**config.mk**
```make
export PLATFORM = sky130hd
export DESIGN_NAME = rd_req_arbiter_ctrl
export DESIGN_NICKNAME = d
export VERILOG_FILES = /design/src/source/arb_ctrl_pkg.sv /design/src/source/req_fifo.sv /design/src/source/rr_arbiter.sv /design/src/source/req_select.sv /design/src/source/rd_req_arbiter_ctrl.sv
export VERILOG_INCLUDE_DIRS = /design/src /design/src/source
export SDC_FILE = /design/constraint.sdc
export NUM_CORES = 2
export LEC_CHECK = 0
export ABC_AREA = 1
export BUFFER_PORTS_ARGS = -buffer_cell sky130_fd_sc_hd__buf_2
export CAP_MARGIN = 40
export CORE_AREA = 2 2 667 669
export CTS_BUF_LIST = sky130_fd_sc_hd__clkbuf_2 sky130_fd_sc_hd__clkbuf_4 sky130_fd_sc_hd__clkbuf_8
export DETAILED_ROUTE_END_ITERATION = 12
export DIE_AREA = 0 0 669 671
export GPL_ROUTABILITY_DRIVEN = 0
export PLACE_DENSITY_LB_ADDON = 0.05
export RECOVER_POWER = 50
export SLEW_MARGIN = 10
export SYNTH_ARGS = -nofsm -noshare
export SYNTH_HDL_FRONTEND = slang
export SYNTH_SLANG_ARGS = --single-unit
export TNS_END_PERCENT = 100
```
**constraint.sdc**
```tcl
create_clock -name clk -period 4.1 [get_ports clk]
set_clock_uncertainty 0.2 [all_clocks]
set_input_delay 1.23 -clock clk [delete_from_list [all_inputs] [get_ports clk]]
set_output_delay 1.23 -clock clk [all_outputs]
set_load 0.02 [all_outputs]
```
**src/source/arb_ctrl_settings.svh**
```systemverilog
`ifndef ARB_CTRL_SETTINGS_SVH
`define ARB_CTRL_SETTINGS_SVH

// ########################################
// Concentrator sizing
// ########################################

// Number of requesters feeding the concentrator
`define ARB_CTRL_PORTS 6

// Width of one read-request word
`define ARB_CTRL_DATA_WIDTH 32

`define ARB_CTRL_IN_DEPTH_BITS 4   // Each input FIFO holds 16 words
`define ARB_CTRL_OUT_DEPTH_BITS 4  // Output FIFO holds 16 tagged words

`endif

```
**src/source/arb_ctrl_pkg.sv**
```systemverilog
`default_nettype none

`include "arb_ctrl_settings.svh"

package arb_ctrl_pkg;

  // One read request as written by a requester
  typedef logic [`ARB_CTRL_DATA_WIDTH-1:0] req_word_t;

  typedef logic [$clog2(`ARB_CTRL_PORTS)-1:0] port_idx_t;  // Requester number

  // Request word tagged with its source port for the response path
  typedef struct packed {
    port_idx_t src;
    req_word_t data;
  } tagged_req_t;

endpackage

`default_nettype wire

```
**src/source/req_fifo.sv**
```systemverilog
`timescale 1ns/10ps
`default_nettype none

module req_fifo #(
  parameter type payload_t = logic [31:0],
  parameter int depth_bits = 4,
  parameter int almost_full_level = 10,
  parameter int almost_empty_level = 4
) (
  input  wire logic             clk,
  input  wire logic             rst_reg,
  input  wire logic             we,
  input  wire payload_t         din,
  input  wire logic             re,
  output logic                  valid,
  output payload_t              dout,
  output logic [depth_bits:0]   count,
  output logic                  empty,
  output logic                  full,
  output logic                  almost_full,
  output logic                  almost_empty
);

  localparam int depth = 2 ** depth_bits;

  payload_t mem [depth];

  logic [depth_bits-1:0] wr_ptr;
  logic [depth_bits-1:0] rd_ptr;
  logic wr_accept;
  logic rd_accept;

  // Writes into a full buffer and reads from an empty one are dropped
  assign wr_accept = we && !full;
  assign rd_accept = re && !empty;

  // ########################################
  // Storage
  // ########################################

  always_ff @(posedge clk) begin
    if (wr_accept) begin
      mem[wr_ptr] <= din;
    end
    if (rd_accept) begin
      dout <= mem[rd_ptr];  // Read data shows up one cycle after re
    end
  end

  // ########################################
  // Pointers and occupancy
  // ########################################

  always_ff @(posedge clk) begin
    if (rst_reg) begin
      wr_ptr <= '0;
      rd_ptr <= '0;
      count <= '0;
      valid <= 1'b0;
    end else begin
      valid <= rd_accept;
      if (wr_accept) begin
        wr_ptr <= wr_ptr + 1'b1;  // Wraps at the buffer end
      end
      if (rd_accept) begin
        rd_ptr <= rd_ptr + 1'b1;
      end
      case ({wr_accept, rd_accept})
        2'b10: count <= count + 1'b1;
        2'b01: count <= count - 1'b1;
        default: count <= count;
      endcase
    end
  end

  // Flags follow the registered count, so they change the cycle after a write or read
  assign empty = (count == '0);
  assign full = (count == (depth_bits + 1)'(depth));
  assign almost_full = (count >= (depth_bits + 1)'(almost_full_level));
  assign almost_empty = (count <= (depth_bits + 1)'(almost_empty_level));

endmodule

`default_nettype wire

```
**src/source/rr_arbiter.sv**
```systemverilog
`timescale 1ns/10ps
`default_nettype none

module rr_arbiter
  import arb_ctrl_pkg::*;
#(
  parameter int ports = 6
) (
  input  wire logic               clk,
  input  wire logic               rst_reg,
  input  wire logic [ports-1:0]   request,
  output logic [ports-1:0]        grant,
  output logic                    grant_valid,
  output port_idx_t               grant_encoded
);

  port_idx_t pointer;  // Port with the highest priority this cycle

  // Search starts at the pointer and wraps around past the last port
  always_comb begin
    int idx;
    grant = '0;
    grant_valid = 1'b0;
    grant_encoded = '0;
    for (int i = 0; i < ports; i++) begin
      idx = int'(pointer) + i;
      if (idx >= ports) begin
        idx = idx - ports;
      end
      if (!grant_valid && request[idx]) begin
        grant[idx] = 1'b1;
        grant_valid = 1'b1;
        grant_encoded = port_idx_t'(idx);
      end
    end
  end

  // ########################################
  // Priority rotation
  // ########################################

  // The granted port drops to lowest priority
  always_ff @(posedge clk) begin
    if (rst_reg) begin
      pointer <= '0;
    end else if (grant_valid) begin
      if (grant_encoded == port_idx_t'(ports - 1)) begin
        pointer <= '0;
      end else begin
        pointer <= grant_encoded + 1'b1;
      end
    end
  end

endmodule

`default_nettype wire

```
**src/source/req_select.sv**
```systemverilog
`timescale 1ns/10ps
`default_nettype none

`include "arb_ctrl_settings.svh"

module req_select
  import arb_ctrl_pkg::*;
(
  input  wire logic                                  clk,
  input  wire logic                                  rst_reg,
  input  wire logic [`ARB_CTRL_PORTS-1:0]            in_valid,
  input  wire req_word_t [`ARB_CTRL_PORTS-1:0]       in_data,
  output logic                                       out_valid,
  output tagged_req_t                                out
);

  tagged_req_t sel;

  // Only one input FIFO is read per cycle, so an AND-OR mux picks the word
  always_comb begin
    sel = '0;
    for (int i = 0; i < `ARB_CTRL_PORTS; i++) begin
      if (in_valid[i]) begin
        sel.src = sel.src | port_idx_t'(i);
        sel.data = sel.data | in_data[i];
      end
    end
  end

  always_ff @(posedge clk) begin
    if (rst_reg) begin
      out_valid <= 1'b0;
    end else begin
      out_valid <= |in_valid;
    end
  end

  always_ff @(posedge clk) begin
    out <= sel;
  end

endmodule

`default_nettype wire

```
**src/source/rd_req_arbiter_ctrl.sv**
```systemverilog
`timescale 1ns/10ps
`default_nettype none

`include "arb_ctrl_settings.svh"

module rd_req_arbiter_ctrl
  import arb_ctrl_pkg::*;
(
  input  wire logic                              clk,
  input  wire logic                              rst_reg,
  input  wire logic [`ARB_CTRL_PORTS-1:0]        req_wr_en_in,
  input  wire req_word_t [`ARB_CTRL_PORTS-1:0]   req_wr_data_in,
  output logic [`ARB_CTRL_PORTS-1:0]             req_wr_available_in,
  input  wire logic                              req_wr_available_out,
  output logic                                   req_wr_en_out,
  output req_word_t                              req_wr_data_out,
  output port_idx_t                              req_wr_src_out
);

  localparam int ports = `ARB_CTRL_PORTS;
  localparam int in_almost_full_level = 2 ** `ARB_CTRL_IN_DEPTH_BITS - 6;
  localparam int in_almost_empty_level = 4;
  localparam int out_almost_full_level = 2 ** `ARB_CTRL_OUT_DEPTH_BITS - 6;
  localparam int out_almost_empty_level = 2;

  logic [ports-1:0] in_fifo_we;
  req_word_t [ports-1:0] in_fifo_din;
  logic [ports-1:0] in_fifo_re;
  wire logic [ports-1:0] in_fifo_valid;
  wire req_word_t [ports-1:0] in_fifo_dout;
  wire logic [ports-1:0] in_fifo_empty;
  wire logic [ports-1:0] in_fifo_full;
  wire logic [ports-1:0] in_fifo_almost_full;
  wire logic [ports-1:0] in_fifo_almost_empty;

  wire logic select_valid;
  wire tagged_req_t select_out;

  logic out_fifo_we;
  tagged_req_t out_fifo_din;
  logic out_fifo_re;
  wire logic out_fifo_valid;
  wire tagged_req_t out_fifo_dout;
  wire logic out_fifo_empty;
  wire logic out_fifo_full;
  wire logic out_fifo_almost_full;
  wire logic out_fifo_almost_empty;

  logic [ports-1:0] bulk_request;
  wire logic [ports-1:0] bulk_grant;
  wire logic bulk_grant_valid;
  logic [ports-1:0] single_request;
  wire logic [ports-1:0] single_grant;
  wire logic single_grant_valid;
  logic [1:0] re_holdoff;  // Cycles left before the next single grant
  logic single_take;

  // ########################################
  // Input registers and FIFOs
  // ########################################

  always_ff @(posedge clk) begin
    if (rst_reg) begin
      in_fifo_we <= '0;
      req_wr_available_in <= '0;
    end else begin
      in_fifo_we <= req_wr_en_in;
      req_wr_available_in <= ~in_fifo_almost_full;  // Margin of 6 covers the lag
    end
  end

  always_ff @(posedge clk) begin
    in_fifo_din <= req_wr_data_in;
  end

  for (genvar i = 0; i < ports; i++) begin : gen_in_fifo
    req_fifo #(
      .payload_t(req_word_t),
      .depth_bits(`ARB_CTRL_IN_DEPTH_BITS),
      .almost_full_level(in_almost_full_level),
      .almost_empty_level(in_almost_empty_level)
    ) in_fifo (
      .clk(clk),
      .rst_reg(rst_reg),
      .we(in_fifo_we[i]),
      .din(in_fifo_din[i]),
      .re(in_fifo_re[i]),
      .valid(in_fifo_valid[i]),
      .dout(in_fifo_dout[i]),
      .count(),
      .empty(in_fifo_empty[i]),
      .full(in_fifo_full[i]),
      .almost_full(in_fifo_almost_full[i]),
      .almost_empty(in_fifo_almost_empty[i])
    );
  end

  // ########################################
  // Arbitration
  // ########################################

  // A nearly full output FIFO stalls both arbiters
  assign bulk_request = ~in_fifo_almost_empty & {ports{~out_fifo_almost_full}};
  assign single_request = ~in_fifo_empty & {ports{~out_fifo_almost_full}};

  rr_arbiter #(.ports(ports)) bulk_arbiter (
    .clk(clk),
    .rst_reg(rst_reg),
    .request(bulk_request),
    .grant(bulk_grant),
    .grant_valid(bulk_grant_valid),
    .grant_encoded()
  );

  rr_arbiter #(.ports(ports)) single_arbiter (
    .clk(clk),
    .rst_reg(rst_reg),
    .request(single_request),
    .grant(single_grant),
    .grant_valid(single_grant_valid),
    .grant_encoded()
  );

  // The empty flag lags the read, so a single grant waits out two cycles
  assign single_take = !bulk_grant_valid && single_grant_valid && (re_holdoff == 2'd0);

  always_ff @(posedge clk) begin
    if (rst_reg) begin
      in_fifo_re <= '0;
      re_holdoff <= 2'd0;
    end else begin
      if (bulk_grant_valid) begin
        in_fifo_re <= bulk_grant;
      end else if (single_take) begin
        in_fifo_re <= single_grant;
      end else begin
        in_fifo_re <= '0;
      end
      if (single_take) begin
        re_holdoff <= 2'd2;
      end else if (re_holdoff != 2'd0) begin
        re_holdoff <= re_holdoff - 2'd1;
      end
    end
  end

  req_select select (
    .clk(clk),
    .rst_reg(rst_reg),
    .in_valid(in_fifo_valid),
    .in_data(in_fifo_dout),
    .out_valid(select_valid),
    .out(select_out)
  );

  // ########################################
  // Output FIFO and downstream port
  // ########################################

  always_ff @(posedge clk) begin
    if (rst_reg) begin
      out_fifo_we <= 1'b0;
    end else begin
      out_fifo_we <= select_valid;
    end
  end

  always_ff @(posedge clk) begin
    out_fifo_din <= select_out;
  end

  req_fifo #(
    .payload_t(tagged_req_t),
    .depth_bits(`ARB_CTRL_OUT_DEPTH_BITS),
    .almost_full_level(out_almost_full_level),
    .almost_empty_level(out_almost_empty_level)
  ) out_fifo (
    .clk(clk),
    .rst_reg(rst_reg),
    .we(out_fifo_we),
    .din(out_fifo_din),
    .re(out_fifo_re),
    .valid(out_fifo_valid),
    .dout(out_fifo_dout),
    .count(),
    .empty(out_fifo_empty),
    .full(out_fifo_full),
    .almost_full(out_fifo_almost_full),
    .almost_empty(out_fifo_almost_empty)
  );

  always_ff @(posedge clk) begin
    if (rst_reg) begin
      out_fifo_re <= 1'b0;
      req_wr_en_out <= 1'b0;
    end else begin
      // Near empty, reads go one at a time so none is wasted
      if (out_fifo_almost_empty) begin
        out_fifo_re <= req_wr_available_out && !out_fifo_empty && !out_fifo_re;
      end else begin
        out_fifo_re <= req_wr_available_out;
      end
      req_wr_en_out <= out_fifo_valid;
    end
  end

  always_ff @(posedge clk) begin
    req_wr_data_out <= out_fifo_dout.data;
    req_wr_src_out <= out_fifo_dout.src;
  end

endmodule

`default_nettype wire

```
==> impl_metrics.py <==
metrics = {
    "run_status": {
        "status": "finished with violations",
        "violations": "max-capacitance violations, max-slew violations",
    },
    "setup_path": {
        "critPathTopFamily": "buffers and inverters",
        "crit_path_max_fanout": 106,
        "required_ns": 4.97,
        "critical_path_arrival_ns": 4.56,
        "cpMaxStageDelayCell": "clkbuf_2",
        "worstPathBufferInverterCount": 3,
        "crit_chain": "inv_6, buf_16, clkbuf_2, o21ai_0, o221ai_1, o211ai_1, nand2_1",
        "start_kind": "flop",
        "slowest_delay_ns": 1.52,
        "crit_path_end_kind": "flop",
        "critPathKind": "reg2reg",
        "r2r_slack_ns": 0.41,
    },
    "yosys": {
        "synth_nets": 12240,
        "ys.flop_type": "edfxtp_1",
        "synth_top_area_frac": 0.7109,
        "synth-seq-cells": 4284,
        "synthArstFlopShare": 0,
        "ys_warn_count": 0,
        "synth_cell_type_count": 61,
        "synth_area_leader_cell": "edfxtp_1",
        "syn_area_um2": 163000,
        "synth_edf_count": 3859,
        "yosys-top-cells-area": "edfxtp_1 71%, o21ai_0 5.9%, dfxtp_1 5.2%",
        "synthCells": 11930,
        "synth.top_cells.by_count": "3859 x edfxtp_1, 2056 x nor2_1, 1914 x o21ai_0",
        "avgSynthCellArea_um2": 13.66,
        "ys_seq_area_frac": 0.7631,
        "yosys.cell_count.top_type": "edfxtp_1",
    },
    "floorplanning": {
        "initial_core_util": 0.3695,
        "design.core.area_um2": 441100,
        "io_pins": 243,
        "die_h_um": 671,
        "num_rows": 244,
        "die_w_um": 669,
        "die_area_um2": 448900,
    },
    "global_route": {
        "gr-usage-all-layers": 0.2226,
        "grt_max_degree": 199,
        "grt_pass1_wl_mm": 734.4,
        "overflow": 0,
        "antenna_found_initial": 30,
        "grt_pass1_vias": 102800,
    },
    "clock_tree": {
        "cts.sinks": 4284,
        "h-tree-depth": 6,
        "cts_resized": 0,
        "cts_root_buf": "clkbuf_8",
        "clockBufferDepth": 4,
        "clock_latency_ns": 1.26,
        "cts_buffers": 739,
        "path_clk_slew_ns": 0.06,
        "post-cts-setup-buffers": 0,
        "cts_tree": "yes",
        "hold_buffers": 197,
    },
    "cells_and_area": {
        "fillers": 40100,
        "area_growth_pct": 16.89,
        "finish.net_count": 12960,
        "drive_gt1_frac": 0.1491,
    },
    "timing": {
        "fin_crit_ns": 3.692,
        "setup_ws_ns": 0.4075,
        "maxSlewViolCount": 404,
        "post-route-period-util": 0.9006,
        "rsz0062_at_grt": "no",
        "finalSetupViolCount": 0,
        "hold_viol": 0,
        "fmax_ghz": 0.2708,
        "worst_slew_pin_slew_ns": 2.284,
        "slew_headroom": -0.5230,
        "setup_tns_ns": 0,
    },
    "pwr": {
        "vdd_drop_max_uv": 302.4,
        "power_density_nw_per_um2": 537.8,
        "power.leakage_nw": 63.16,
    },
    "placed_design": {
        "dp_hpwl_mm": 286.8,
        "io_buffers": 242,
        "pre_cts_slack_ns": 0.5310,
    },
    "routing": {
        "num_vias": 103600,
        "routed_via_density": 5.392,
        "drc": 0,
        "route.antenna.remaining_nets": 0,
        "routed_wl_mm": 514.0,
        "wl_per_cell_um": 26.74,
        "drt_iter0_markers": 8492,
        "drt_pass1_iterations": 6,
    },
    "hold_path": {
        "worstHoldPathType": "reg2reg",
    },
    "run": {
        "maxCapViolCount": 8,
    },
}
-- routing by layer --
| layer | GRT usage | up-vias | routed length [µm] |
|---|---|---|---|
| li1 | - | 46620 | - |
| met1 | 0.3108 | 53190 | 230700 |
| met3 | 0.02900 | 802 | 24530 |
| met2 | 0.3625 | 3037 | 242600 |
| met5 | 0 | - | 12 |
| met4 | 0.06753 | 2 | 16100 |
-- cell usage in the layout, fill, tap and decap left out, drive strengths merged, types with 34 or more instances in the layout --
cell type / n
o211ai: 209
clkbuf: 1261
inv: 252
nor2: 2073
clkinv: 203
dfxtp: 425
dlygate4sd3: 197
buf: 438
o221ai: 698
a21oi: 100
o22ai: 214
ha: 101
edfxtp: 3859
nand3: 403
nand2: 725
a221oi: 34
o21ai: 1921
nand4: 38
-- kinds of logic (layout without fill, tap and decap cells) --
group | Yosys count | in the layout | share of synthesized area
AOI/OAI and AO/OA | 3215 | 3215 | 0.1213
adders and majority gates | 108 | 108 | 0.008612
xor gates and xnor gates | 22 | 22 | 0.001389
and+or+nand+nor | 3269 | 3269 | 0.08144
buffers and inverters | 1034 | 2392 | 0.02416
other | 0 | 27 | 0
DFF | 4284 | 4284 | 0.7631
-- flip-flops by register name (all words and copies together), names as in the netlist, 24 cells and up --
name / count
gen_in_fifo.in_fifo.rd_ptr: 24
gen_in_fifo.in_fifo.count: 30
in_fifo_din: 192
out_fifo.mem: 560
out_fifo.dout: 35
gen_in_fifo.in_fifo.mem: 3072
gen_in_fifo.in_fifo.dout: 192
select.out: 35
gen_in_fifo.in_fifo.wr_ptr: 24
req_wr_data_out: 32
out_fifo_din: 35
-- metrics by stage --
step | std cells | power (mW) | area, µm² | util | hold slack, ns
global placement | 17600 | 63.21 | 173100 | 0.3925 | 0.1126
detailed placement | 17610 | 63.39 | 173400 | 0.3932 | 0.1121
finish | 19220 | 102.5 | 190500 | 0.4319 | 0.1230
CTS | 19190 | 103.7 | 190800 | 0.4325 | 0.003120
global route | 19210 | 106.9 | 190500 | 0.4319 | 0.06281
floorplan | 11930 | 58.36 | 163000 | - | 0.1096
-- power by group --
part | switching [mW] | internal, mW
Sequential | 1.31 | 48.9
Clock | 17.8 | 22.1
Combinational | 8.82 | 3.57
-- cell type report --
class | count | area, µm² | share of cell area
sequential | 4284 | 124500 | 0.6533
multi-input combinational | 6614 | 35470 | 0.1861
clock buffer | 1130 | 13730 | 0.07204
tap | 5904 | 7387 | 0.03877
timing repair buffer | 766 | 6825 | 0.03582
clock inverter | 255 | 1632 | 0.008563
inverter | 241 | 958.4 | 0.005030
antenna | 27 | 67.56 | 0.0003546
-- worst paths after layout --
check                                                start                                         to  cells after the start
max          gen_in_fifo[1].in_fifo.rd_ptr[0]$_SDFFE_PP0P_  gen_in_fifo[1].in_fifo.dout[22]$_DFFE_PP_                      7
min                                 select.out[30]$_DFF_P_                   out_fifo_din[30]$_DFF_P_                      0
max reg2reg  gen_in_fifo[1].in_fifo.rd_ptr[0]$_SDFFE_PP0P_  gen_in_fifo[1].in_fifo.dout[22]$_DFFE_PP_                      7
min reg2reg                         select.out[30]$_DFF_P_                   out_fifo_din[30]$_DFF_P_                      0
No activity file was read; power rests on OpenSTA's default activity.
